File: config.mk
export PLATFORM = sky130hd
export DESIGN_NAME = coin_credit
export DESIGN_NICKNAME = d
export VERILOG_FILES = /design/src/rtl/mcu_pkg.sv /design/src/rtl/coin_credit.sv
export VERILOG_INCLUDE_DIRS = /design/src /design/src/rtl
export SDC_FILE = /design/constraint.sdc
export NUM_CORES = 1
export LEC_CHECK = 0
export BUFFER_PORTS_ARGS = -buffer_cell sky130_fd_sc_hd__buf_2
export CAP_MARGIN = 20
export CORE_UTILIZATION = 48
export DETAILED_ROUTE_END_ITERATION = 8
export GPL_TIMING_DRIVEN = 0
export PLACE_DENSITY_LB_ADDON = 0.08
export SKIP_LAST_GASP = 1
export SLEW_MARGIN = 5
export SYNTH_ARGS = -nofsm -noshare
export SYNTH_HDL_FRONTEND = slang
export SYNTH_SLANG_ARGS = --single-unit
export TNS_END_PERCENT = 1
File: constraint.sdc
create_clock -name clk_sys -period 4.2 [get_ports clk_sys]
set_input_delay 0.84 -clock clk_sys [delete_from_list [all_inputs] [get_ports clk_sys]]
set_output_delay 0.84 -clock clk_sys [all_outputs]
set_load 0.01 [all_outputs]
File: src/rtl/mcu_macros.svh
`ifndef MCU_MACROS_SVH
`define MCU_MACROS_SVH

// bus widths
`define MCU_AW          14
`define RAM_AW          13
`define MCU_DW          16

// MCU window offsets, low byte of the word offset
`define OFS_DSW         8'h00
`define OFS_CREDITS     8'h22
`define OFS_COIN        8'h29
`define OFS_ID_HI       8'hfe
`define OFS_ID_LO       8'hff

// second write after a shared-id coin lands this many words back
`define COIN_CLR_BACK   7

// coin poll reply bytes
`define COIN_ID_A       8'h23
`define COIN_ID_B       8'h24
`define COIN_ID_SHARED  8'h22

// brd[5:4] code for the rev V board
`define BOARD_REV_V     2'd3

`endif

File: src/rtl/mcu_pkg.sv
package mcu_pkg;

  // work RAM word, seen whole or as two byte lanes
  typedef union packed {
    logic [15:0] word;
    struct packed {
      logic [7:0] hi;
      logic [7:0] lo;
    } b;
  } ram_word_u;

  // entry is {coins - 1, credits}, table slot 0 first in the low byte
  function automatic logic [7:0] coin_ratio(input logic rev_v, input logic slot_b,
                                            input logic [7:0] dsw);
    logic [7:0][7:0] tbl;
    logic [2:0]      idx;
    if (rev_v) begin
      idx = ~dsw[3:1];
      tbl = slot_b ? 64'h7131_5111_6121_4101 : 64'h2204_0602_1303_0501;
    end else begin
      idx = ~dsw[2:0];
      tbl = slot_b ? 64'h7161_5141_3121_1101 : 64'h2213_0605_0403_0201;
    end
    return tbl[idx];
  endfunction

  // type 0 has no id
  function automatic logic [7:0] mcu_id_byte(input logic [1:0] mcu_type, input logic hi,
                                             output logic valid);
    logic [15:0] id;
    case (mcu_type)
      2'd1:    id = 16'h8814;
      2'd2:    id = 16'h8512;
      2'd3:    id = 16'h8713;
      default: id = 16'h0000;
    endcase
    valid = (mcu_type != 2'd0);
    return hi ? id[15:8] : id[7:0];
  endfunction

endpackage

File: src/rtl/coin_credit.sv
`timescale 1ns/1ps
`include "mcu_macros.svh"

module coin_credit (
  input  logic       clk_sys,
  input  logic       reset,
  input  logic       coin_a,
  input  logic       coin_b,
  input  logic [7:0] brd,
  input  logic [7:0] dsw_sp85,
  input  logic       coin_poll,
  input  logic       credit_read,
  output logic [7:0] poll_byte,
  output logic       poll_clear,
  output logic [7:0] credits
);

  logic       coin_latch;
  logic [3:0] coin_count;
  logic       coin_any;
  logic       coin_new;
  logic       coin_type;
  logic       rev_v;
  logic [7:0] ratio;

  assign coin_any  = coin_a | coin_b;
  assign coin_new  = !coin_latch && coin_any;
  assign coin_type = brd[1];
  assign rev_v     = (brd[5:4] == `BOARD_REV_V);

  // slot b wins when both coins are in
  assign ratio = mcu_pkg::coin_ratio(rev_v, coin_b, dsw_sp85);

  // ==================================================
  // poll reply from current state
  // ==================================================
  always_comb begin
    poll_byte  = 8'h00;
    poll_clear = 1'b0;
    if (coin_new) begin
      if (coin_type) begin
        poll_byte = coin_a ? `COIN_ID_A : `COIN_ID_B;
      end else begin
        poll_byte  = `COIN_ID_SHARED;
        poll_clear = 1'b1;
      end
    end
  end

  // ==================================================
  // latch, counter and credits
  // ==================================================
  always_ff @(posedge clk_sys) begin
    if (reset) begin
      coin_latch <= 1'b0;
      coin_count <= 4'd0;
      credits    <= 8'd0;
    end else begin
      if (credit_read) begin
        credits <= 8'd0;
      end
      if (coin_poll) begin
        // released coin re-arms the latch
        coin_latch <= coin_any;
        if (coin_new && !coin_type) begin
          if (coin_count == ratio[7:4]) begin
            coin_count <= 4'd0;
            credits    <= {4'h0, ratio[3:0]};
          end else begin
            coin_count <= coin_count + 4'd1;
          end
        end
      end
    end
  end

endmodule

==> results.sh <==
export IMPL_power_density_nw_per_um2=266
export IMPL_setup_reg_to_reg_worst_slack_ps=2420
export IMPL_synthesis_area_sq_um=803
export IMPL_drt_total_wl_microns=1510
export IMPL_initialDrtViolationCount=12
export IMPL_drtPass1Iterations=4
export IMPL_grt_overflow=0
export IMPL_final_setup_tns_ps=0
export IMPL_cts_hold_repair_buffers=0
export IMPL_placement_rows=14
export IMPL_r2r_end="credits[4]"
export IMPL_timing_reg2reg_worst_path_depth=4
export IMPL_leakage_nw=0.483
export IMPL_timing_critical_path_buf_inv=2
export IMPL_antenna_left=0
export IMPL_synth_top_area_share_pct=32.4
export IMPL_drv_slew=0
export IMPL_fill_cells=148
export IMPL_vias_per_cell=5.17
export IMPL_final_hold_viol_count=0
export IMPL_hp_class="reg2reg"
export IMPL_critical_path_class="in2reg"
export IMPL_horizontal_die_dimension_microns=42.9
export IMPL_finalSetupViolations=0
export IMPL_critPathArrivalTime_ps=2730
export IMPL_postSynthAreaPerCell_sq_um=8.11
export IMPL_syn_inst=99
export IMPL_clock_root_buffer="clkbuf_4"
export IMPL_final_period_minus_worst_setup_slack_ps=2560
export IMPL_hold_worst_slack_ps=457
export IMPL_min_path_cells=2
export IMPL_cp_end_kind="flip-flop"
export IMPL_final_min_period_over_clock_period_pct=61.1
export IMPL_antenna_found_initial=0
export IMPL_place_detailed_hpwl_microns=1190
export IMPL_vias_in_the_first_global_route=646
export IMPL_boundaryPins=39
export IMPL_gp_congestion=0.746
export IMPL_max_stage_delay_ps=570
export IMPL_cap_viol_max_count=0
export IMPL_floorplan_core_area_sq_um=1540
export IMPL_cts_reportedPaths_clkPinSlew_ps=80
export IMPL_power_ir_vdd_worst_uv=153
export IMPL_multi_input_logic_area_sq_um=487
export IMPL_grt_pass1_wl_microns=2760
export IMPL_rsz0062_at_grt="no"
export IMPL_cts_setup_buffers=0
export IMPL_ys_seq_elements=13
export IMPL_globalRouteTotalUtil_pct=19.1
export IMPL_post_layout_net_count=152
export IMPL_vias=744
export IMPL_critical_path_slowest_cell="or4b_4"
export IMPL_start_util_pct=52.1
export IMPL_crit_chain="clkbuf_1 -> inv_1 -> a211oi_1 -> xor2_1 -> or4b_4 -> nor3_4 -> and3b_1"
export IMPL_die_height_microns=42.9
export IMPL_number_of_buffers_added_on_ports=22
export IMPL_clock_tree_buffer_depth=2
export IMPL_critical_path_max_fanout=8
export IMPL_post_route_cells_drive_above_1_share_pct=28.1
export IMPL_hold_path_end="credits[2]"
export IMPL_worst_clk_skew_ps=2.82
export IMPL_synthesis_yosys_warnings=0
export IMPL_synth_top_cells_by_area="dfxtp_1, mux2i_1, and3b_1, a21oi_1, buf_4"
export IMPL_ys_seq_area_share_pct=32.4
export IMPL_post_route_util_pct=63.0
export IMPL_die_area_sq_um=1840
export IMPL_grt_start_max_net_pins=10
export IMPL_layout_area_overhead_vs_synth_pct=20.9
export IMPL_worstSkewPairLatency_ps=270
export IMPL_final_instance_count_excl_fill=144
export IMPL_drc_errors=0
export IMPL_ff_latch_area_sq_um=260
export IMPL_cts_resized=0
export IMPL_critical_path_startpoint_type="input port"
export IMPL_fmax_mhz=390
export IMPL_post_synth_top_area_cell="dfxtp_1"
export IMPL_cts_sink_count=13
export IMPL_layout_common_cells="buf_2, dfxtp_1, nor2_1, nand2_1, a21oi_1"
export IMPL_number_of_inserted_diodes=0
export IMPL_post_place_cells=140
export IMPL_tritoncts_num_buffers=3
export IMPL_timing_critical_path_max_delay_family="simple AND/OR/NAND/NOR gates"
export IMPL_detail_route_wl_per_cell_microns=10.5
export IMPL_timing_rr_start="coin_count[2]"
export IMPL_mostFrequentLayoutCell="buf_2"
export IMPL_status="complete, no violations"
export IMPL_post_synth_num_cell_types=33
export IMPL_htree_num_levels=1
export IMPL_worst_ep_required_time_ps=4370
export IMPL_timing_hold_worst_start="credits[2]"
export IMPL_tritoncts="done"
## flip-flops by register name, indices dropped and copies added, names as in the netlist
register    flops
credits         8
coin_count      4
coin_latch      1
## per-layer routing
metal	GRT usage, %	share of wire [%]	up-vias	routed length (microns)
met2	28.2	43	21	643
met1	27.6	53	319	796
met5	0	0	-	0
met3	2.55	3.5	2	53
met4	7.50	0.93	0	14
li1	-	-	402	-
## metrics by stage
stage	total power [mW]	area, sq um	setup slack [ps]
final	0.258	971	1640
after global routing	0.277	971	1510
after CTS	0.262	971	1650
after detailed placement	0.185	945	1350
after global placement	0.184	945	1350
after floorplan	0.169	815	1560
## worst min-delay path: stages (launching register included)
cell and delay [ps]:
dfxtp_1 310, nand2_1 50, mux2i_1 50
## synthesized netlist by cell type
library cell and n:
nor3_4 1, o31ai_1 1, a31oi_1 1, o211ai_1 1, a211oi_1 2, and3b_2 1
conb_1 1, nor2b_1 2, and3_1 2, a21oi_1 8, o21bai_1 1, nand2_2 1
mux2i_1 6, dfxtp_1 13, nor3_1 1, and3b_1 5, nand2_1 9, or3_1 1
nor3b_1 3, ha_1 1, and3_2 1, xor2_1 2, o22ai_1 1, inv_1 5
a22oi_1 1, nor2_1 9, o21ai_0 5, a21boi_2 1, clkbuf_1 3, buf_4 5
o21ai_1 1, or4b_4 1, nand4_1 3
## worst max-delay path by stage
stage | from | endpoint | slack [ps] | cells past startpoint
after CTS | coin_b | credits[4] | 1650 | 7
after global placement | coin_b | credits[6] | 1350 | 7
after global routing | coin_b | credits[5] | 1510 | 7
after floorplan | coin_b | credits[3] | 1560 | 7
after detailed placement | coin_b | credits[4] | 1350 | 7
final | coin_b | credits[4] | 1640 | 7
## report_power, final
group | switching [mW] | internal [mW]
clock network | 0.0388 | 0.0368
logic | 0.0322 | 0.0237
registers | 0.00166 | 0.125
total | 0.0727 | 0.185
## cells by family after synthesis
| group | count (synthesis) | share of synthesized area [%] |
|---|---|---|
| XOR/XNOR | 2 | 2.18 |
| buffers and inverters | 13 | 8.41 |
| other | 1 | 0.467 |
| AND/OR/NAND/NOR | 40 | 30.2 |
| multiplexers | 6 | 7.48 |
| adder cells (fa/ha/maj) | 1 | 1.56 |
| AO/OA/AOI/OAI | 23 | 17.3 |
| flip-flops | 13 | 32.4 |
## final cells by class
class	count	share of cell area, %
Inverter	5	1.93
Timing Repair Buffer	22	11.3
Sequential cell	13	26.8
Multi-Input combinational cell	76	50.1
Tap cell	16	2.06
Clock buffer	4	2.71
Buffer	8	5.03
(Power assumes the default switching activity.)
