$ cat config.mk
export PLATFORM = sky130hd
export DESIGN_NAME = mcu_reply
export DESIGN_NICKNAME = d
export VERILOG_FILES = /design/src/rtl/mcu_pkg.sv /design/src/rtl/mcu_reply.sv
export VERILOG_INCLUDE_DIRS = /design/src /design/src/rtl
export SDC_FILE = /design/constraint.sdc
export NUM_CORES = 1
export LEC_CHECK = 0
export BUFFER_PORTS_ARGS = -buffer_cell sky130_fd_sc_hd__buf_2
export CORE_AREA = 10 10 47 49
export DETAILED_ROUTE_END_ITERATION = 8
export DIE_AREA = 0 0 57 59
export GPL_ROUTABILITY_DRIVEN = 0
export PLACE_DENSITY = 0.72
export SETUP_SLACK_MARGIN = 0.15
export SLEW_MARGIN = 20
export SYNTH_ARGS = -nofsm -noshare
export SYNTH_HDL_FRONTEND = slang
export SYNTH_SLANG_ARGS = --single-unit
$ cat constraint.sdc
create_clock -name vclk -period 2.75
set_input_delay 0.55 -clock vclk [all_inputs]
set_output_delay 0.55 -clock vclk [all_outputs]
set_load 0.05 [all_outputs]
$ cat src/rtl/mcu_macros.svh
`ifndef MCU_MACROS_SVH
`define MCU_MACROS_SVH

// bus widths
`define MCU_AW          14
`define RAM_AW          13
`define MCU_DW          16

// MCU window offsets, low byte of the word offset
`define OFS_DSW         8'h00
`define OFS_CREDITS     8'h22
`define OFS_COIN        8'h29
`define OFS_ID_HI       8'hfe
`define OFS_ID_LO       8'hff

// second write after a shared-id coin lands this many words back
`define COIN_CLR_BACK   7

// coin poll reply bytes
`define COIN_ID_A       8'h23
`define COIN_ID_B       8'h24
`define COIN_ID_SHARED  8'h22

// brd[5:4] code for the rev V board
`define BOARD_REV_V     2'd3

`endif

$ cat src/rtl/mcu_pkg.sv
package mcu_pkg;

  // work RAM word, seen whole or as two byte lanes
  typedef union packed {
    logic [15:0] word;
    struct packed {
      logic [7:0] hi;
      logic [7:0] lo;
    } b;
  } ram_word_u;

  // entry is {coins - 1, credits}, table slot 0 first in the low byte
  function automatic logic [7:0] coin_ratio(input logic rev_v, input logic slot_b,
                                            input logic [7:0] dsw);
    logic [7:0][7:0] tbl;
    logic [2:0]      idx;
    if (rev_v) begin
      idx = ~dsw[3:1];
      tbl = slot_b ? 64'h7131_5111_6121_4101 : 64'h2204_0602_1303_0501;
    end else begin
      idx = ~dsw[2:0];
      tbl = slot_b ? 64'h7161_5141_3121_1101 : 64'h2213_0605_0403_0201;
    end
    return tbl[idx];
  endfunction

  // type 0 has no id
  function automatic logic [7:0] mcu_id_byte(input logic [1:0] mcu_type, input logic hi,
                                             output logic valid);
    logic [15:0] id;
    case (mcu_type)
      2'd1:    id = 16'h8814;
      2'd2:    id = 16'h8512;
      2'd3:    id = 16'h8713;
      default: id = 16'h0000;
    endcase
    valid = (mcu_type != 2'd0);
    return hi ? id[15:8] : id[7:0];
  endfunction

endpackage

$ cat src/rtl/mcu_reply.sv
`timescale 1ns/1ps
`include "mcu_macros.svh"

module mcu_reply (
  input  logic [7:0] win_ofs,
  input  logic [7:0] brd,
  input  logic [7:0] dsw_sp85,
  input  logic [7:0] poll_byte,
  input  logic       poll_clear,
  input  logic [7:0] credits,
  output logic [7:0] reply_byte,
  output logic       reply_valid,
  output logic       clear_needed
);

  logic [7:0] id_byte;
  logic       id_valid;

  always_comb begin
    id_byte = mcu_pkg::mcu_id_byte(brd[3:2], win_ofs == `OFS_ID_HI, id_valid);
  end

  // byte written back for each window offset
  always_comb begin
    reply_byte  = 8'h00;
    reply_valid = 1'b0;
    case (win_ofs)
      `OFS_DSW: begin
        reply_byte  = dsw_sp85;
        reply_valid = 1'b1;
      end
      `OFS_CREDITS: begin
        reply_byte  = credits;
        reply_valid = 1'b1;
      end
      `OFS_COIN: begin
        reply_byte  = poll_byte;
        reply_valid = 1'b1;
      end
      `OFS_ID_HI, `OFS_ID_LO: begin
        reply_byte  = id_byte;
        reply_valid = id_valid;
      end
      default: begin
        // no MCU behind this offset
        reply_valid = 1'b0;
      end
    endcase
  end

  // only the coin poll queues the clear seven words back
  assign clear_needed = poll_clear && (win_ofs == `OFS_COIN);

endmodule

==> results.yml, run 1 <==
drt:
  via_per_inst: 4.946
  vias: 549
  routed_wl_um: 1655
  drt_pass1_iterations: 4
  drc: 0
  drtIter0Drc: 15
  antenna_left: 0
  wire_per_inst_um: 14.91
place:
  dp_hpwl_um: 1411
  dp_slack_ns: -0.05084
  place_area_um2: 613.1
  post-place-cells: 109
  port_buffers: 45
logic_synthesis:
  yosys.area.top_type: "a22oi_1"
  syn_avg_cell_area_um2: 6.967
  synthXorXnorAreaFrac_pct: 0
  synth_fa_ha_area_share_pct: 0
  syn_area_um2: 306.5
  synthMuxAreaShare_pct: 0
  synth.top_cell.area_share_pct: 12.24
  ys_top_cells_by_area: "a22oi_1 (12%), nand2_1 (11%), nor4b_4 (7.8%)"
  syn_inst: 44
  syn_nets: 85
  synth_top_family_by_area: "simple AND/OR/NAND/NOR gates"
  ys_warn_count: 0
  synth_compound_area_share_pct: 41.22
  synth-seq-area-share_pct: 0
  synth-simple-area-share_pct: 56.33
  synthDistinctLibCells: 20
sta:
  relSlewSlack_pct: 67.36
  finalHoldViolCount: 0
  min_period_over_period_pct: 93.35
  rsz0062_at_grt: "yes"
  slew_viol_final: 0
  fin_ws_ns: 0.1828
  setup_violations: 0
  max_freq_mhz: 389.5
  period_minus_slack_ns: 2.567
  worst_pin_slew_ns: 0.4844
  tns_ns: 0
finish:
  layout.nets: 138
  nClkBuffers: 0
  seq_cells: 0
  area_growth_pct: 122.4
  seq_area_um2: 0
  stdcell_area_um2: 681.9
  layout-drive-gt1-share_pct: 66.32
  antenna_cells: 0
  fin_cells: 111
cts:
  hold_buffers: 0
global_route:
  grt_pass1_wl_um: 2428
  grt.total_usage_pct: 8.204
  grt_max_degree: 9
  overflow: 0
  grt_pass1_vias: 601
  antenna_found_initial: 0
floorplanning:
  rows: 14
  pin_count: 51
  coreArea_um2: 1401
  chipWidth_um: 57
  die_area_um2: 3363
  die_h_um: 59
  start_util_pct: 21.87
critical_path:
  worstSetupEndpointType: "output port"
  critical_path.max_stage_delay_ns: 0.58
  critPathMaxFanout: 4
  cp-start-kind: "primary input"
  crit_arrival_ns: 2.02
  path_class: "in -> out"
  crit_buf_inv: 2
  crit_path_top_delay_cell: "or4_4"
  crit_top_cell: "buf_6"
  worstPathRequired_ns: 2.20
  cp_cell_sequence: "buf_6, or4_4, or3_4, nor2_1, a221o_2, buf_6"
  worst_path_dominant_cell_family: "simple AND/OR/NAND/NOR gates"
pwr:
  ir_drop_v: 0.00002658
  p_per_area_nw_per_um2: 79.74
  power_mw: 0.05437
  p_leak_nw: 0.3443
hold_path:
  min_path_cells: 4
  hold_start: "poll_byte[0]"
  min_path_type: "in -> out"
  hold_path_end: "reply_byte[0]"
flow_run:
  cap_violations: 0
run_status:
  outcome: "completed"
[cell usage in the layout (no fill, tap or decap)]
| master | Yosys | layout |
|---|---|---|
| and2_1 | 1 | 1 |
| a221o_2 | 2 | 2 |
| buf_2 | 0 | 34 |
| buf_6 | 0 | 6 |
| or4_4 | 1 | 1 |
| o21ai_0 | 4 | 2 |
| nor4_4 | 1 | 1 |
| o221ai_4 | 0 | 1 |
| o221ai_2 | 0 | 1 |
| a222oi_1 | 2 | 2 |
| buf_4 | 0 | 11 |
| nor4b_2 | 1 | 1 |
| and3_1 | 1 | 1 |
| and2_2 | 1 | 1 |
| inv_1 | 2 | 2 |
| nand3_1 | 2 | 2 |
| a22oi_1 | 5 | 5 |
| nor3_1 | 1 | 1 |
| nor2_1 | 5 | 5 |
| or3_4 | 0 | 1 |
| nor4b_4 | 1 | 1 |
| nand4_1 | 1 | 1 |
| nand2_1 | 9 | 9 |
| a22o_1 | 1 | 1 |
| o21ai_2 | 0 | 2 |
[per-stage QoR]
step / utilization [%] / hold slack (ns)
after floorplan: - / 1.262
after global placement: 43.75 / 1.476
after detailed placement: 43.75 / 1.481
after CTS: 48.13 / 1.451
after global routing: 48.66 / 1.462
final: 48.66 / 1.441
[logic make-up after synthesis]
logic type      after synthesis
compound gates               16
simple gates                 26
buf+inv                       2
[power by group]
part / internal, mW / leakage, nW / switching (mW) / total [mW]
Clock: 0 / 0 / 0 / 0
Combinational: 0.0271 / 0.344 / 0.0273 / 0.0544
Sequential: 0 / 0 / 0 / 0
[area by class of cell]
type               instances  area, um2
repair buffers            51      320.3
well taps                 16      20.02
fillers                  152      719.4
inverters                  2      7.507
multi-input cells         42      334.1
[layer usage]
layer  share of wire (%)  up-vias  routed length (um)  global-route usage, %
li1                    -      285                   -                      -
met1                  34      248                 560                  7.346
met2                  58       16                 960                  17.05
met3                 8.2        0                 135                  3.433
met4                   0        0                   0                 0.6711
met5                   0        -                   0                      0
[worst max path at each step]
stage	depth (start not counted)	endpoint	slack (ns)	start
2_1_floorplan	3	reply_byte[0]	0.03	win_ofs[7]
3_3_place_gp	5	reply_byte[1]	-0.03	win_ofs[7]
3_5_place_dp	6	reply_byte[2]	-0.05	win_ofs[7]
4_1_cts	6	reply_byte[2]	0.15	win_ofs[4]
5_1_grt	7	reply_byte[7]	0.12	win_ofs[6]
6_report	6	reply_byte[2]	0.18	win_ofs[4]
[cell usage after synthesis, types with 2 or more instances]
cell      count
a222oi_1      2
inv_1         2
a22oi_1       5
nand2_1       9
o221ai_1      2
nand3_1       2
a221o_2       2
nor2_1        5
o21ai_0       4
[repair_timing]
action / in CTS / in global routing
resized for setup: 15 / 2
pin swaps: 4 / 1
hold endpoints to repair: 0 / 0
setup endpoints to repair: 10 / 7
buffers inserted: 2 / 0
Power figures use the tool's default switching activity.
==> run 2, diff against run 1 <==
Clock period 2.75 ns to 3.1 ns, I/O delays scaled along.
==> run 2 against run 1 <==
Against the previous run: via count shrank 1.3%; critical path depth is 1 lower; routed wire length down 5.9%; count of clock-buffer cells in the layout is the same; critical path type unchanged.
==> results.yml, run 2 (synthesis results as in run 1) <==
run_status:
  outcome: "completed"
sta:
  finalHoldViolCount: 0
  tns_ns: 0
  fin_ws_ns: 0.2067
  relSlewSlack_pct: 73.06
  setup_violations: 0
  worst_pin_slew_ns: 0.4024
  period_minus_slack_ns: 2.893
  min_period_over_period_pct: 93.33
  max_freq_mhz: 345.6
  slew_viol_final: 0
  rsz0062_at_grt: "no"
pwr:
  p_per_area_nw_per_um2: 77.20
  power_mw: 0.04414
  p_leak_nw: 0.3095
  ir_drop_v: 0.00004358
finish:
  final_cell_mix: "buf_2 (43), nand2_1 (9), nor2_1 (5), a22oi_1 (5)"
  seq_area_um2: 0
  layout-drive-gt1-share_pct: 60.44
  layout.nets: 134
  stdcell_area_um2: 571.8
  nClkBuffers: 0
  antenna_cells: 0
  layout_commonest_cell: "buf_2"
  area_growth_pct: 86.53
  seq_cells: 0
drt:
  drtIter0Drc: 16
  via_per_inst: 5.065
  vias: 542
  drt_pass1_iterations: 4
  routed_wl_um: 1558
  drc: 0
  wire_per_inst_um: 14.56
  antenna_left: 0
critical_path:
  critPathMaxFanout: 4
  worstSetupEndpointType: "output port"
  worstPathRequired_ns: 2.48
  crit_arrival_ns: 2.27
  crit_start: "win_ofs[7]"
  worstSetupEndpoint: "reply_byte[1]"
  cp-start-kind: "primary input"
  path_class: "in -> out"
flow_run:
  cap_violations: 0
hold_path:
  min_path_type: "in -> out"
place:
  port_buffers: 45
  place_area_um2: 566.8
  dp_slack_ns: 0.1406
  dp_hpwl_um: 1374
floorplanning:
  chipWidth_um: 57
  start_util_pct: 21.87
  die_h_um: 59
  die_area_um2: 3363
  pin_count: 51
  coreArea_um2: 1401
  rows: 14
global_route:
  antenna_found_initial: 0
  grt_pass1_wl_um: 2449
  grt.total_usage_pct: 8.161
  overflow: 0
  grt_pass1_vias: 574
  grt_max_degree: 9
-- run 2: changes by cell type in the layout (fill, tap and decap cells not counted), sizes merged --
cell	delta
buf	-4
-- run 2: worst min path at each step --
| stage | to | slack, ns | start | cells after the start |
|---|---|---|---|---|
| after floorplan | clear_needed | 1.49 | poll_clear | 1 |
| after global placement | reply_byte[6] | 1.62 | credits[6] | 4 |
| after detailed placement | reply_byte[6] | 1.62 | credits[6] | 4 |
| after CTS | reply_byte[6] | 1.62 | credits[6] | 4 |
| after global routing | reply_byte[5] | 1.63 | credits[5] | 4 |
| final | reply_byte[6] | 1.62 | credits[6] | 4 |
-- run 2: timing repair --
item | CTS | global route
pin swaps | 0 | 1
endpoints found under the setup margin | 2 | 6
hold endpoints to repair | 0 | 0
gates resized for setup | 2 | 0
hold buffers | 0 | 0
buffers inserted | 0 | 0
-- run 2: through the flow --
step / util [%] / cells / hold WS, ns
floorplan: - / 44 / 1.489
global placement: 40.45 / 107 / 1.616
detailed placement: 40.45 / 107 / 1.622
CTS: 40.80 / 107 / 1.622
global route: 40.80 / 107 / 1.633
finish: 40.80 / 107 / 1.620
-- run 2: metal layers --
layer	track usage, %	vias up	wire length, um
li1	-	275	-
met1	9.123	244	617
met2	15.04	23	788
met3	3.219	0	152
met4	0	0	0
met5	0	-	0
-- run 2: layout make-up --
| type | count | area (um2) |
|---|---|---|
| inverter | 2 | 7.507 |
| tap | 16 | 20.02 |
| multi-input combinational | 42 | 299.0 |
| timing repair buffer | 47 | 245.2 |
| fill | 173 | 829.5 |
-- run 2: report_power, final --
| part | switching (mW) | leakage [nW] | internal [mW] |
|---|---|---|---|
| sequential | 0 | 0 | 0 |
| clock | 0 | 0 | 0 |
| combinational | 0.0221 | 0.309 | 0.0220 |
| total | 0.0221 | 0.309 | 0.0220 |
-- run 2: worst max-delay path, cell delays in order --
cell and delay [ns]:
buf_2 0.10, or4_4 0.58, or3_2 0.46, o221ai_1 0.21
buf_2 0.29
