$ cat config.mk
export PLATFORM = sky130hd
export DESIGN_NAME = mcu_ctrl_flat
export DESIGN_NICKNAME = d
export VERILOG_FILES = /design/src/rtl/mcu_pkg.sv /design/src/rtl/wb_if.sv /design/src/rtl/mcu_ctrl.sv /design/src/flat_wrapper.sv
export VERILOG_INCLUDE_DIRS = /design/src /design/src/rtl
export SDC_FILE = /design/constraint.sdc
export NUM_CORES = 1
export LEC_CHECK = 0
export BUFFER_PORTS_ARGS = -buffer_cell sky130_fd_sc_hd__clkbuf_2
export CAP_MARGIN = 10
export CORE_MARGIN = 3
export CORE_UTILIZATION = 42
export CTS_CLUSTER_DIAMETER = 100
export DETAILED_ROUTE_END_ITERATION = 7
export GPL_ROUTABILITY_DRIVEN = 1
export PLACE_DENSITY = 0.85
export SLEW_MARGIN = 20
export SYNTH_ARGS = -nofsm -noshare
export SYNTH_HDL_FRONTEND = slang
export SYNTH_SLANG_ARGS = --single-unit
$ cat constraint.sdc
create_clock -name clk_sys -period 2.09 [get_ports clk_sys]
set_clock_uncertainty 0.15 [all_clocks]
set_input_delay 0.1045 -clock clk_sys [delete_from_list [all_inputs] [get_ports clk_sys]]
set_output_delay 0.1045 -clock clk_sys [all_outputs]
set_load 0.02 [all_outputs]
$ cat src/rtl/mcu_macros.svh
`ifndef MCU_MACROS_SVH
`define MCU_MACROS_SVH

// bus widths
`define MCU_AW          14
`define RAM_AW          13
`define MCU_DW          16

// MCU window offsets, low byte of the word offset
`define OFS_DSW         8'h00
`define OFS_CREDITS     8'h22
`define OFS_COIN        8'h29
`define OFS_ID_HI       8'hfe
`define OFS_ID_LO       8'hff

// second write after a shared-id coin lands this many words back
`define COIN_CLR_BACK   7

// coin poll reply bytes
`define COIN_ID_A       8'h23
`define COIN_ID_B       8'h24
`define COIN_ID_SHARED  8'h22

// brd[5:4] code for the rev V board
`define BOARD_REV_V     2'd3

`endif

$ cat src/rtl/mcu_pkg.sv
package mcu_pkg;

  // work RAM word, seen whole or as two byte lanes
  typedef union packed {
    logic [15:0] word;
    struct packed {
      logic [7:0] hi;
      logic [7:0] lo;
    } b;
  } ram_word_u;

  // entry is {coins - 1, credits}, table slot 0 first in the low byte
  function automatic logic [7:0] coin_ratio(input logic rev_v, input logic slot_b,
                                            input logic [7:0] dsw);
    logic [7:0][7:0] tbl;
    logic [2:0]      idx;
    if (rev_v) begin
      idx = ~dsw[3:1];
      tbl = slot_b ? 64'h7131_5111_6121_4101 : 64'h2204_0602_1303_0501;
    end else begin
      idx = ~dsw[2:0];
      tbl = slot_b ? 64'h7161_5141_3121_1101 : 64'h2213_0605_0403_0201;
    end
    return tbl[idx];
  endfunction

  // type 0 has no id
  function automatic logic [7:0] mcu_id_byte(input logic [1:0] mcu_type, input logic hi,
                                             output logic valid);
    logic [15:0] id;
    case (mcu_type)
      2'd1:    id = 16'h8814;
      2'd2:    id = 16'h8512;
      2'd3:    id = 16'h8713;
      default: id = 16'h0000;
    endcase
    valid = (mcu_type != 2'd0);
    return hi ? id[15:8] : id[7:0];
  endfunction

endpackage

$ cat src/rtl/wb_if.sv
`timescale 1ns/1ps
`include "mcu_macros.svh"

// Wishbone classic, word addressed into the work RAM
interface wb_if;

  logic [`RAM_AW-1:0] adr;
  logic [`MCU_DW-1:0] dat_w;
  logic [`MCU_DW-1:0] dat_r;
  logic [1:0]         sel;
  logic               we;
  logic               cyc;
  logic               stb;
  logic               ack;

  modport master (
    output adr, dat_w, sel, we, cyc, stb,
    input  dat_r, ack
  );

  modport slave (
    input  adr, dat_w, sel, we, cyc, stb,
    output dat_r, ack
  );

endinterface

$ cat src/rtl/mcu_ctrl.sv
`timescale 1ns/1ps
`include "mcu_macros.svh"

module mcu_ctrl (
  input  logic               clk_sys,
  input  logic               reset,
  input  logic               win_rd,
  input  logic [`RAM_AW-1:0] win_ofs,
  output logic               busy,
  wb_if.master               mcu_wr,
  output logic               coin_poll,
  output logic               credit_read,
  input  logic [7:0]         reply_byte,
  input  logic               reply_valid,
  input  logic               clear_needed
);

  localparam logic [1:0] ST_IDLE = 2'd0;
  localparam logic [1:0] ST_PRI  = 2'd1;
  localparam logic [1:0] ST_SEC  = 2'd2;

  logic [1:0]         state;
  logic               sec_q;
  logic [`RAM_AW-1:0] ofs_q;
  logic [`RAM_AW-1:0] clr_adr;
  mcu_pkg::ram_word_u reply_q;

  assign clr_adr = ofs_q - `RAM_AW'(`COIN_CLR_BACK);

  // ==================================================
  // write sequencer
  // ==================================================
  always_ff @(posedge clk_sys) begin
    if (reset) begin
      state       <= ST_IDLE;
      sec_q       <= 1'b0;
      coin_poll   <= 1'b0;
      credit_read <= 1'b0;
    end else begin
      coin_poll   <= 1'b0;
      credit_read <= 1'b0;
      case (state)
        ST_IDLE: begin
          if (win_rd) begin
            // reply already captured, state may move now
            coin_poll   <= (win_ofs[7:0] == `OFS_COIN);
            credit_read <= (win_ofs[7:0] == `OFS_CREDITS);
            sec_q       <= clear_needed;
            if (reply_valid) begin
              state <= ST_PRI;
            end else if (clear_needed) begin
              state <= ST_SEC;
            end
          end
        end
        ST_PRI: begin
          if (mcu_wr.ack) begin
            state <= sec_q ? ST_SEC : ST_IDLE;
          end
        end
        default: begin
          if (mcu_wr.ack) begin
            state <= ST_IDLE;
          end
        end
      endcase
    end
  end

  always_ff @(posedge clk_sys) begin
    if (state == ST_IDLE && win_rd) begin
      ofs_q      <= win_ofs;
      reply_q.b.hi <= reply_byte;
      reply_q.b.lo <= reply_byte;
    end
  end

  // byte on both lanes, low lane selected
  assign mcu_wr.adr   = (state == ST_SEC) ? clr_adr : ofs_q;
  assign mcu_wr.dat_w = (state == ST_SEC) ? '0 : reply_q.word;
  assign mcu_wr.sel   = 2'b01;
  assign mcu_wr.we    = 1'b1;
  assign mcu_wr.cyc   = (state != ST_IDLE);
  assign mcu_wr.stb   = (state != ST_IDLE);

  assign busy = (state != ST_IDLE);

  // arbiter must hold window reads off while a sequence runs
  a_no_rd_when_busy: assert property (
    @(posedge clk_sys) disable iff (reset) win_rd |-> !busy
  );

endmodule

$ cat src/flat_wrapper.sv
// flat-port wrapper written by rule: the top's interface ports become plain ports
module mcu_ctrl_flat 
  (clk_sys, reset, win_rd, win_ofs, busy, coin_poll, credit_read, reply_byte, reply_valid, clear_needed, mcu_wr_adr, mcu_wr_dat_w, mcu_wr_sel, mcu_wr_we, mcu_wr_cyc, mcu_wr_stb, mcu_wr_dat_r, mcu_wr_ack);
  wb_if mcu_wr_i ();
  input  logic clk_sys;
  input  logic reset;
  input  logic win_rd;
  input  logic [`RAM_AW-1:0] win_ofs;
  output logic busy;
  output logic coin_poll;
  output logic credit_read;
  input  logic [7:0] reply_byte;
  input  logic reply_valid;
  input  logic clear_needed;
  output wire logic [$bits(mcu_wr_i.adr)-1:0] mcu_wr_adr;
  output wire logic [$bits(mcu_wr_i.dat_w)-1:0] mcu_wr_dat_w;
  output wire logic [$bits(mcu_wr_i.sel)-1:0] mcu_wr_sel;
  output wire logic [$bits(mcu_wr_i.we)-1:0] mcu_wr_we;
  output wire logic [$bits(mcu_wr_i.cyc)-1:0] mcu_wr_cyc;
  output wire logic [$bits(mcu_wr_i.stb)-1:0] mcu_wr_stb;
  input wire logic [$bits(mcu_wr_i.dat_r)-1:0] mcu_wr_dat_r;
  input wire logic [$bits(mcu_wr_i.ack)-1:0] mcu_wr_ack;
  assign mcu_wr_adr = mcu_wr_i.adr;
  assign mcu_wr_dat_w = mcu_wr_i.dat_w;
  assign mcu_wr_sel = mcu_wr_i.sel;
  assign mcu_wr_we = mcu_wr_i.we;
  assign mcu_wr_cyc = mcu_wr_i.cyc;
  assign mcu_wr_stb = mcu_wr_i.stb;
  assign mcu_wr_i.dat_r = mcu_wr_dat_r;
  assign mcu_wr_i.ack = mcu_wr_ack;
  mcu_ctrl u_core (.clk_sys(clk_sys), .reset(reset), .win_rd(win_rd), .win_ofs(win_ofs), .busy(busy), .mcu_wr(mcu_wr_i), .coin_poll(coin_poll), .credit_read(credit_read), .reply_byte(reply_byte), .reply_valid(reply_valid), .clear_needed(clear_needed));
endmodule
==> summary.md <==
| Metric | Value |
|---|---|
| Core Util, Final | `69.1%` |
| I/O Buffers | `60` |
| Final Max Tran Viols | `0` |
| Worst-path cell chain | `nor3_4 > nand4b_4 > nor3b_2 > xor2_1 > buf_4` |
| Most common cell after layout, fill and taps aside | `clkbuf_2` |
| Fillers | `196` |
| Worst slack, placed | `0.242 ns` |
| Worst endpoint required time | `1.84 ns` |
| Ys Warns | `0` |
| Gate Count Post-Synth | `110` |
| Largest area contributor in the netlist | `edfxtp_1` |
| Initial antenna violation count | `0` |
| Count of non-filler cells in the finished layout | `226` |
| Die width | `61.4 um` |
| Setup violators final | `0` |
| Fin crit period | `2.06 ns` |
| CTS Buffer Depth | `2` |
| Initial detailed-routing violation count | `49` |
| Antenna cells | `0` |
| Die height | `61.4 um` |
| CP top delay family | `simple AND/OR/NAND/NOR gates` |
| Post-DP Area | `1560 um^2` |
| DR vias | `1114` |
| Total congestion overflow | `0` |
| Delay of the slowest critical-path stage | `0.52 ns` |
| Pin count of the biggest net entering global routing | `18` |
| CP Max Fanout | `4` |
| Top cell type's share of synthesized area | `48.9%` |
| CTS clk-pin slew, worst paths | `0.12 ns` |
| Asr flop ratio synth | `0%` |
| Comb pwr share | `28.6%` |
| Final wirelength | `3340 um` |
| Final period util | `98.7%` |
| Nets | `240` |
| Post-DP HPWL | `2160 um` |
| RSZ-0062 raised after global routing | `yes` |
| GRT Total Usage | `17.3%` |
| DR WL/cell | `14.8 um` |
| Setup ws final | `0.0273 ns` |
| Fin Setup TNS | `0 ns` |
| Design Area, Final | `1970 um^2` |
| Post-synth EDFFs | `21` |
| Number of global-route vias before repair | `1051` |
| Die area | `3770 um^2` |
| NetSw | `0.397 mW` |
| Hold/Removal Path Class | `in -> reg` |
| Top_reg_cell synth | `edfxtp_1` |
| Final Hold Fails | `0` |
| Yosys reg bits | `26` |
| Crit Path Class | `reg -> out` |
| Critical path capture point type | `output pin` |
| Yosys cell types | `32` |
| Main area contributors after synthesis | `edfxtp_1 49%, dfxtp_1 7.8%, buf_4 7.6%, xor2_1 4.1%, and2_1 3.9%` |
| Internal | `0.969 mW` |
| First-pass GRT wire length | `4800 um` |
| Leak Pwr | `0.875 nW` |
| Worst VDD drop | `773 uV` |
| Max_cap viols | `0` |
| Final antenna-violating net count | `0` |
| CORE AREA | `2850 um^2` |
| Slowest cell on crit path | `edfxtp_1` |
| Syn avg cell area | `11.7 um^2` |
| Ports | `80` |
| Final RePlAce weighted congestion | `0.703` |
| Switching share of total power | `29.1%` |
| Synth-to-Final Area Change | `52.8%` |
| Max Freq | `0.485 GHz` |
| Worst hold slack | `0.0178 ns` |
| Clock latency at the later pin of the worst-skew pair | `0.32 ns` |
| CP Launch Type | `register` |
| Worst path bufs/invs | `1` |
| CTS H-tree depth | `1` |
| Final Power | `1.37 mW` |
| Share of cells above drive strength 1 | `44.1%` |
| Clk network pwr share | `24.6%` |
| Power per cell area | `693 nW/um^2` |
| Sequential area share after synthesis | `56.6%` |
| Num CTS Buffers | `3` |
| Cell area after synthesis | `1290 um^2` |
| Placed cells | `190` |
| Starting Density | `45.2%` |
| Initial DRT Pass Iterations | `4` |
| DRC errors left | `0` |
| Sequential power share | `46.8%` |
| FP Rows | `19` |
| Commonest cells after routing, fill and taps aside | `55 x clkbuf_2, 25 x dlygate4sd3_1, 21 x edfxtp_1` |
| Outcome | `finished, final reports clean` |
| CP Data Arrival Time | `1.81 ns` |
| Via density | `4.93` |
| CTS root buf | `clkbuf_4` |
| CTS tree | `built` |
| Clk sink count | `26` |
==> cells by family after synthesis <==
logic type	synth area share, %
compound gates	2.13
other cells	0.582
flops	56.6
xor+xnor	7.47
mux	1.55
buf+inv	8.44
fa+ha+maj	0.970
simple gates	22.2
==> power groups by stage <==
| stage | clock network, mW | logic (mW) | registers [mW] |
|---|---|---|---|
| after floorplan | 0 | 0.233 | 0.640 |
| after global placement | 0 | 0.311 | 0.644 |
| after detailed placement | 0 | 0.320 | 0.648 |
| after CTS | 0.335 | 0.370 | 0.635 |
| after global routing | 0.356 | 0.420 | 0.643 |
| final | 0.336 | 0.391 | 0.639 |
==> state kept, by name, summed over array words and instances, names as in the netlist <==
| name | count |
|---|---|
| u_core.coin_poll | 1 |
| u_core.reply_q | 8 |
| u_core.ofs_q | 13 |
| u_core.state | 2 |
| u_core.credit_read | 1 |
| u_core.sec_q | 1 |
==> routing by layer <==
layer | wire length [um] | GRT usage, %
met5 | 0 | 0
met4 | 30 | 5.15
met3 | 137 | 2.10
met2 | 1930 | 31.9
met1 | 1240 | 21.1
==> area by class of cell <==
| cell class | instances | area [um^2] | area share [%] |
|---|---|---|---|
| multi-input cells | 69 | 495 | 25.1 |
| repair buffers | 94 | 641 | 32.5 |
| well taps | 31 | 38.8 | 1.97 |
| clock inverters | 1 | 30.0 | 1.52 |
| flip-flops and latches | 26 | 736 | 37.3 |
| clock buffers | 3 | 22.5 | 1.14 |
| inverters | 2 | 7.51 | 0.381 |
==> Yosys cell counts (all sizes together), types with 2 or more instances <==
cell type,number
a21oi,2
and2,8
buf,13
conb,2
dfxtp,5
edfxtp,21
inv,2
mux2i,2
nand2,11
nand3,4
nor2,9
nor3,2
nor4,3
nor4b,2
o21ai,2
xnor2,5
xor2,6
==> worst paths after layout <==
kind	startpoint	slack [ns]	cells past startpoint	endpoint
worst max register to register	u_core.state[1]$_SDFFE_PP0P_	0.24	5	u_core.state[0]$_SDFFE_PP0P_
worst max-delay path	u_core.ofs_q[4]$_DFFE_PP_	0.03	5	mcu_wr_adr[12]
worst min register to register	u_core.state[1]$_SDFFE_PP0P_	0.38	2	u_core.state[1]$_SDFFE_PP0P_
worst min-delay path	mcu_wr_ack	0.02	4	u_core.state[1]$_SDFFE_PP0P_
==> worst register-to-register path, stage by stage (launching register included) <==
cell and delay [ns]:
dfxtp_4 0.38, or2_4 0.28, nor2_4 0.24, a21oi_1 0.11, dlygate4sd3_1 0.56, nor2_1 0.08
==> repair_timing <==
action                                  in CTS  in global routing
hold buffers                                25                  0
pin swaps                                    0                  6
gates resized for setup                      4                 16
endpoints found under the setup margin       4                  8
buffers inserted                             3                  4
endpoints found under the hold margin       26                  0
Power figures use the tool's default switching activity.
