<file path="config.mk">
export PLATFORM = sky130hd
export DESIGN_NAME = ram_arbiter_flat
export DESIGN_NICKNAME = d
export VERILOG_FILES = /design/src/rtl/mcu_pkg.sv /design/src/rtl/wb_if.sv /design/src/rtl/ram_arbiter.sv /design/src/flat_wrapper.sv
export VERILOG_INCLUDE_DIRS = /design/src /design/src/rtl
export SDC_FILE = /design/constraint.sdc
export NUM_CORES = 1
export LEC_CHECK = 0
export ABC_AREA = 1
export CAP_MARGIN = 20
export CORE_MARGIN = 5
export CORE_UTILIZATION = 40
export DETAILED_ROUTE_END_ITERATION = 6
export DONT_BUFFER_PORTS = 1
export HOLD_SLACK_MARGIN = 0.05
export PLACE_DENSITY = 0.51
export SLEW_MARGIN = 40
export SYNTH_ARGS = -nofsm -noshare
export SYNTH_HDL_FRONTEND = slang
export SYNTH_SLANG_ARGS = --single-unit
</file>
<file path="constraint.sdc">
create_clock -name clk_sys -period 3.1 [get_ports clk_sys]
set_clock_uncertainty 0.1 [all_clocks]
set_input_delay 0.31 -clock clk_sys [delete_from_list [all_inputs] [get_ports clk_sys]]
set_output_delay 0.31 -clock clk_sys [all_outputs]
set_load 0.01 [all_outputs]
</file>
<file path="src/rtl/mcu_macros.svh">
`ifndef MCU_MACROS_SVH
`define MCU_MACROS_SVH

// bus widths
`define MCU_AW          14
`define RAM_AW          13
`define MCU_DW          16

// MCU window offsets, low byte of the word offset
`define OFS_DSW         8'h00
`define OFS_CREDITS     8'h22
`define OFS_COIN        8'h29
`define OFS_ID_HI       8'hfe
`define OFS_ID_LO       8'hff

// second write after a shared-id coin lands this many words back
`define COIN_CLR_BACK   7

// coin poll reply bytes
`define COIN_ID_A       8'h23
`define COIN_ID_B       8'h24
`define COIN_ID_SHARED  8'h22

// brd[5:4] code for the rev V board
`define BOARD_REV_V     2'd3

`endif

</file>
<file path="src/rtl/mcu_pkg.sv">
package mcu_pkg;

  // work RAM word, seen whole or as two byte lanes
  typedef union packed {
    logic [15:0] word;
    struct packed {
      logic [7:0] hi;
      logic [7:0] lo;
    } b;
  } ram_word_u;

  // entry is {coins - 1, credits}, table slot 0 first in the low byte
  function automatic logic [7:0] coin_ratio(input logic rev_v, input logic slot_b,
                                            input logic [7:0] dsw);
    logic [7:0][7:0] tbl;
    logic [2:0]      idx;
    if (rev_v) begin
      idx = ~dsw[3:1];
      tbl = slot_b ? 64'h7131_5111_6121_4101 : 64'h2204_0602_1303_0501;
    end else begin
      idx = ~dsw[2:0];
      tbl = slot_b ? 64'h7161_5141_3121_1101 : 64'h2213_0605_0403_0201;
    end
    return tbl[idx];
  endfunction

  // type 0 has no id
  function automatic logic [7:0] mcu_id_byte(input logic [1:0] mcu_type, input logic hi,
                                             output logic valid);
    logic [15:0] id;
    case (mcu_type)
      2'd1:    id = 16'h8814;
      2'd2:    id = 16'h8512;
      2'd3:    id = 16'h8713;
      default: id = 16'h0000;
    endcase
    valid = (mcu_type != 2'd0);
    return hi ? id[15:8] : id[7:0];
  endfunction

endpackage

</file>
<file path="src/rtl/wb_if.sv">
`timescale 1ns/1ps
`include "mcu_macros.svh"

// Wishbone classic, word addressed into the work RAM
interface wb_if;

  logic [`RAM_AW-1:0] adr;
  logic [`MCU_DW-1:0] dat_w;
  logic [`MCU_DW-1:0] dat_r;
  logic [1:0]         sel;
  logic               we;
  logic               cyc;
  logic               stb;
  logic               ack;

  modport master (
    output adr, dat_w, sel, we, cyc, stb,
    input  dat_r, ack
  );

  modport slave (
    input  adr, dat_w, sel, we, cyc, stb,
    output dat_r, ack
  );

endinterface

</file>
<file path="src/rtl/ram_arbiter.sv">
`timescale 1ns/1ps
`include "mcu_macros.svh"

module ram_arbiter (
  input  logic               clk_sys,
  input  logic               reset,
  input  logic [`MCU_AW-1:0] wb_adr,
  input  logic [`MCU_DW-1:0] wb_dat_w,
  output logic [`MCU_DW-1:0] wb_dat_r,
  input  logic [1:0]         wb_sel,
  input  logic               wb_we,
  input  logic               wb_cyc,
  input  logic               wb_stb,
  output logic               wb_ack,
  wb_if.slave                mcu_wr,
  wb_if.master               ram_bus,
  output logic               win_rd,
  output logic [`RAM_AW-1:0] win_ofs,
  input  logic               busy
);

  localparam logic [1:0] OWN_NONE = 2'd0;
  localparam logic [1:0] OWN_CPU  = 2'd1;
  localparam logic [1:0] OWN_MCU  = 2'd2;

  logic [1:0]         own;
  logic               req_stb;
  logic [`RAM_AW-1:0] req_adr;
  mcu_pkg::ram_word_u req_dat;
  logic [1:0]         req_sel;
  logic               req_we;
  logic               win_ack;
  logic               cpu_req;
  logic               win_req;
  logic               mcu_req;

  assign cpu_req = wb_cyc && wb_stb && !wb_adr[`MCU_AW-1];
  assign win_req = wb_cyc && wb_stb && wb_adr[`MCU_AW-1] && !win_ack;
  assign mcu_req = mcu_wr.cyc && mcu_wr.stb;

  // ==================================================
  // MCU window, answered here with zero
  // ==================================================
  always_ff @(posedge clk_sys) begin
    if (reset) begin
      win_ack <= 1'b0;
      win_rd  <= 1'b0;
      win_ofs <= '0;
    end else begin
      win_ack <= 1'b0;
      win_rd  <= 1'b0;
      // reads wait for the previous write sequence
      if (win_req && (wb_we || !busy)) begin
        win_ack <= 1'b1;
        if (!wb_we) begin
          win_rd  <= 1'b1;
          win_ofs <= wb_adr[`RAM_AW-1:0];
        end
      end
    end
  end

  // ==================================================
  // work RAM arbitration, MCU first
  // ==================================================
  always_ff @(posedge clk_sys) begin
    if (reset) begin
      own     <= OWN_NONE;
      req_stb <= 1'b0;
    end else if (own == OWN_NONE) begin
      if (mcu_req) begin
        own     <= OWN_MCU;
        req_stb <= 1'b1;
      end else if (cpu_req) begin
        own     <= OWN_CPU;
        req_stb <= 1'b1;
      end
    end else if (ram_bus.ack) begin
      own     <= OWN_NONE;
      req_stb <= 1'b0;
    end
  end

  always_ff @(posedge clk_sys) begin
    if (own == OWN_NONE) begin
      req_adr      <= mcu_req ? mcu_wr.adr : wb_adr[`RAM_AW-1:0];
      req_dat.word <= mcu_req ? mcu_wr.dat_w : wb_dat_w;
      req_sel      <= mcu_req ? mcu_wr.sel : wb_sel;
      req_we       <= mcu_req ? mcu_wr.we : wb_we;
    end
  end

  assign ram_bus.adr   = req_adr;
  assign ram_bus.dat_w = req_dat.word;
  assign ram_bus.sel   = req_sel;
  assign ram_bus.we    = req_we;
  assign ram_bus.cyc   = req_stb;
  assign ram_bus.stb   = req_stb;

  assign mcu_wr.ack   = (own == OWN_MCU) && ram_bus.ack;
  assign mcu_wr.dat_r = ram_bus.dat_r;

  // window data always reads as zero
  assign wb_ack   = win_ack || ((own == OWN_CPU) && ram_bus.ack);
  assign wb_dat_r = (own == OWN_CPU) ? ram_bus.dat_r : '0;

  a_ack_in_cycle: assert property (
    @(posedge clk_sys) disable iff (reset) wb_ack |-> (wb_cyc && wb_stb)
  );

endmodule

</file>
<file path="src/flat_wrapper.sv">
// flat-port wrapper written by rule: the top's interface ports become plain ports
module ram_arbiter_flat 
  (clk_sys, reset, wb_adr, wb_dat_w, wb_dat_r, wb_sel, wb_we, wb_cyc, wb_stb, wb_ack, win_rd, win_ofs, busy, mcu_wr_adr, mcu_wr_dat_w, mcu_wr_sel, mcu_wr_we, mcu_wr_cyc, mcu_wr_stb, mcu_wr_dat_r, mcu_wr_ack, ram_bus_adr, ram_bus_dat_w, ram_bus_sel, ram_bus_we, ram_bus_cyc, ram_bus_stb, ram_bus_dat_r, ram_bus_ack);
  wb_if mcu_wr_i ();
  wb_if ram_bus_i ();
  input  logic clk_sys;
  input  logic reset;
  input  logic [`MCU_AW-1:0] wb_adr;
  input  logic [`MCU_DW-1:0] wb_dat_w;
  output logic [`MCU_DW-1:0] wb_dat_r;
  input  logic [1:0] wb_sel;
  input  logic wb_we;
  input  logic wb_cyc;
  input  logic wb_stb;
  output logic wb_ack;
  output logic win_rd;
  output logic [`RAM_AW-1:0] win_ofs;
  input  logic busy;
  input wire logic [$bits(mcu_wr_i.adr)-1:0] mcu_wr_adr;
  input wire logic [$bits(mcu_wr_i.dat_w)-1:0] mcu_wr_dat_w;
  input wire logic [$bits(mcu_wr_i.sel)-1:0] mcu_wr_sel;
  input wire logic [$bits(mcu_wr_i.we)-1:0] mcu_wr_we;
  input wire logic [$bits(mcu_wr_i.cyc)-1:0] mcu_wr_cyc;
  input wire logic [$bits(mcu_wr_i.stb)-1:0] mcu_wr_stb;
  output wire logic [$bits(mcu_wr_i.dat_r)-1:0] mcu_wr_dat_r;
  output wire logic [$bits(mcu_wr_i.ack)-1:0] mcu_wr_ack;
  output wire logic [$bits(ram_bus_i.adr)-1:0] ram_bus_adr;
  output wire logic [$bits(ram_bus_i.dat_w)-1:0] ram_bus_dat_w;
  output wire logic [$bits(ram_bus_i.sel)-1:0] ram_bus_sel;
  output wire logic [$bits(ram_bus_i.we)-1:0] ram_bus_we;
  output wire logic [$bits(ram_bus_i.cyc)-1:0] ram_bus_cyc;
  output wire logic [$bits(ram_bus_i.stb)-1:0] ram_bus_stb;
  input wire logic [$bits(ram_bus_i.dat_r)-1:0] ram_bus_dat_r;
  input wire logic [$bits(ram_bus_i.ack)-1:0] ram_bus_ack;
  assign mcu_wr_i.adr = mcu_wr_adr;
  assign mcu_wr_i.dat_w = mcu_wr_dat_w;
  assign mcu_wr_i.sel = mcu_wr_sel;
  assign mcu_wr_i.we = mcu_wr_we;
  assign mcu_wr_i.cyc = mcu_wr_cyc;
  assign mcu_wr_i.stb = mcu_wr_stb;
  assign mcu_wr_dat_r = mcu_wr_i.dat_r;
  assign mcu_wr_ack = mcu_wr_i.ack;
  assign ram_bus_adr = ram_bus_i.adr;
  assign ram_bus_dat_w = ram_bus_i.dat_w;
  assign ram_bus_sel = ram_bus_i.sel;
  assign ram_bus_we = ram_bus_i.we;
  assign ram_bus_cyc = ram_bus_i.cyc;
  assign ram_bus_stb = ram_bus_i.stb;
  assign ram_bus_i.dat_r = ram_bus_dat_r;
  assign ram_bus_i.ack = ram_bus_ack;
  ram_arbiter u_core (.clk_sys(clk_sys), .reset(reset), .wb_adr(wb_adr), .wb_dat_w(wb_dat_w), .wb_dat_r(wb_dat_r), .wb_sel(wb_sel), .wb_we(wb_we), .wb_cyc(wb_cyc), .wb_stb(wb_stb), .wb_ack(wb_ack), .mcu_wr(mcu_wr_i), .ram_bus(ram_bus_i), .win_rd(win_rd), .win_ofs(win_ofs), .busy(busy));
endmodule
</file>
==> impl_results.md <==
* Run status: complete, no violations
* Worst ir drop on vdd at 0.220 mV
* Drt drc at 0
* Crit path cell chain: nand2_1 > o21bai_1
* M2 GR Usage at 22.9%
* Max Clock Freq at 548 MHz
* Dpl ws at 1.35 ns
* ANT cells at 0
* Logic pwr share at 8.9%
* Hold path startpoint: mcu_wr_dat_w[9]
* CTS tree: built
* Setup TNS at 0 ns
* Leakage dissipation at 1.20 nW
* Syn_area_per_cell at 7.86 sq um
* Die Y-Extent at 88.8 microns
* Top Usage Layer GRT: met2
* PnR worst setup slack at 1.27 ns
* Slew headroom at 59.8%
* Worst setup EP type: primary output
* Routed wire length at 6140 microns
* Initial Util at 41.5%
* Per-cell routed wire length at 16.4 microns
* Arrival time at the worst endpoint at 1.42 ns
* I/O Buffers at 0
* Clock insertion delay at the later pin of the skew report at 0.29 ns
* Final net count at 387
* Starting DRT DRC Count at 48
* Final Power at 1.33 mW
* Yosys top cell by area: edfxtp_1
* Core area at 0.00599 sq mm
* Reg2reg path depth at 5
* P_int at 0.971 mW
* Max stage delay on crit path at 0.45 ns
* Post-CTS Resized at 0
* Reg-to-reg slack, setup at 1.38 ns
* Cells after Synth at 316
* Finish-stage setup viols at 0
* Clock sink count at 50
* Layout cells sized above 1 at 5.02%
* GRT overflow at 0
* Clock Path Buffers at 2
* Psw at 0.357 mW
* FF-to-FF Start: u_core.win_ack
* Largest net degree at the start of global routing at 26
* Pre-Repair DR Iteration Count at 4
* CTS clk-pin slew, worst paths at 0.09 ns
* Unique masters post-synth at 20
* Post-Syn Nets at 405
* Pins Over Slew Limit at 0
* IO Pins at 171
* GRT Util Overall at 14.2%
* Clock Power Share at 28.0%
* Post-synthesis sequential area ratio at 53.2%
* Reg power frac at 63.1%
* Min-Delay Path Depth at 2
* Global-route wire length before repair at 8510 microns
* Initial antenna violation count at 0
* #FFs+latches synth at 50
* Unrepaired setup endpoints after global routing: no
* Worst EP required at 2.69 ns
* Post-DRT Antenna Nets at 0
* Fin Hold WS at 0.0847 ns
* Hold WC Path Type: in2reg
* Switching Share at 26.9%
* Reg2Reg Capture Point: u_core.win_ofs[1]
* Post-detailed-route via-to-cell ratio at 4.82
* Inserted Clock Buffers at 5
* Root buf cell: clkbuf_8
* Area Growth Syn to Fin at 1.46%
* Worst Tran Pin Value at 0.602 ns
* Final Hold Fails at 0
* # H-tree levels at 2
* Vias in the first global route at 1626
* Cell Count, Final, Fillers Out at 374
* Syn Std Cell Area at 0.00248 sq mm
* Minimum clock period at 1.83 ns
* Cell Pwr Density at 527 mW/mm^2
* Most common cell after layout, fill and taps aside: nand2_1
* Tcrit/Tclk final at 58.9%
* Die area at 0.00788 sq mm
* Slowest stage cell, crit path: dfxtp_1
* Chip width at 88.8 microns
* Critical path fanouts, max at 17
* Detailed placement HPWL at 4870 microns
* FILL cells at 608
* Yosys warns at 0
* Most frequent cells in the layout: nand2_1, inv_1, edfxtp_1
* Startpoint type of the worst setup path: flip-flop
* Post-Place Cells at 365
* Post-synth top area share at 38.7%
* Max cap viols at 0
* Area contributors post-synth: edfxtp_1, nand2_1, dfxtp_1, inv_1, buf_4
* GR met3 Demand/Resource at 7.64%
* WS Path Type: reg2out
* Final Wtd Congestion at 0.752
* Hold Path End: u_core.ram_bus.dat_w[9]
* Site Rows at 28
* Met1 Use GR at 16.0%
* Vias at 1803
[flip-flops by register name, indices dropped and copies added, names as in the netlist]
signal / flops
u_core.ram_bus.cyc: 1
u_core.own: 2
u_core.ram_bus.adr: 13
u_core.ram_bus.dat_w: 16
u_core.win_rd: 1
u_core.ram_bus.we: 1
u_core.ram_bus.sel: 2
u_core.win_ack: 1
u_core.win_ofs: 13
[Yosys cell counts]
master    number
nand3b_1       1
clkbuf_1       5
o21bai_1       1
nand3_2        1
buf_2          5
nor2_1        32
dfxtp_1       18
inv_1         61
inv_2          1
buf_6          1
nand2_1      103
nand3_1        2
nor3_4         1
o21ai_0       16
buf_4         17
a21oi_1        3
nand4_1       13
nor3_1         1
buf_1          2
edfxtp_1      32
[power groups by stage]
stage	clock (mW)	combinational, mW	sequential, mW
after detailed placement	0	0.119	0.856
final	0.371	0.119	0.837
after global routing	0.409	0.138	0.845
after floorplan	0	0.118	0.842
after CTS	0.385	0.121	0.840
after global placement	0	0.118	0.855
[through the flow]
| step | instance area (sq um) | utilization (%) |
|---|---|---|
| 2_1_floorplan | 2480 | - |
| 5_1_grt | 2520 | 42.1 |
| 6_report | 2520 | 42.1 |
| 4_1_cts | 2520 | 42.1 |
| 3_3_place_gp | 2420 | 40.5 |
| 3_5_place_dp | 2420 | 40.5 |
[per-layer routing]
layer  up-vias  routed length, microns
li1        907                       -
met2        79                    2890
met5         -                       0
met4         0                      25
met1       815                    2410
met3         2                     823
[kinds of logic after synthesis]
| family | synth area share, % |
|---|---|
| AND/OR/NAND/NOR | 25.6 |
| buffers and inverters | 17.0 |
| flip-flops | 53.2 |
| AO/OA/AOI/OAI | 4.13 |
[worst max-delay path: cells and delay by family, from the launching register on]
kind,cells,cell delay (ns)
AO/OA/AOI/OAI,1,0.34
flip-flops,1,0.45
AND/OR/NAND/NOR,1,0.33
[worst max path at each step]
stage | start | endpoint | slack (ns) | cells after the start
2_1_floorplan | u_core.own[1] | u_core.own[0] | 0.58 | 5
3_3_place_gp | mcu_wr_cyc | u_core.ram_bus.adr[0] | 1.39 | 5
3_5_place_dp | mcu_wr_cyc | u_core.ram_bus.sel[0] | 1.35 | 6
4_1_cts | u_core.own[0] | wb_ack | 1.25 | 2
5_1_grt | u_core.own[0] | wb_ack | 1.14 | 2
6_report | u_core.own[0] | wb_ack | 1.27 | 2
[cell type report]
type / count / area [sq um] / share of cell area [%]
clock buffer: 5 / 68.8 / 2.73
clock inverter: 3 / 16.3 / 0.645
inverter: 62 / 233 / 9.24
multi-input combinational: 174 / 747 / 29.6
sequential: 50 / 1320 / 52.4
tap: 75 / 93.8 / 3.72
timing repair buffer: 5 / 40.0 / 1.59
[what timing repair did]
| action | in CTS | in global routing |
|---|---|---|
| hold endpoints to repair | 5 | 0 |
| buffers inserted | 0 | 0 |
| hold buffers | 1 | 0 |
No activity file was read; power rests on OpenSTA's default activity.
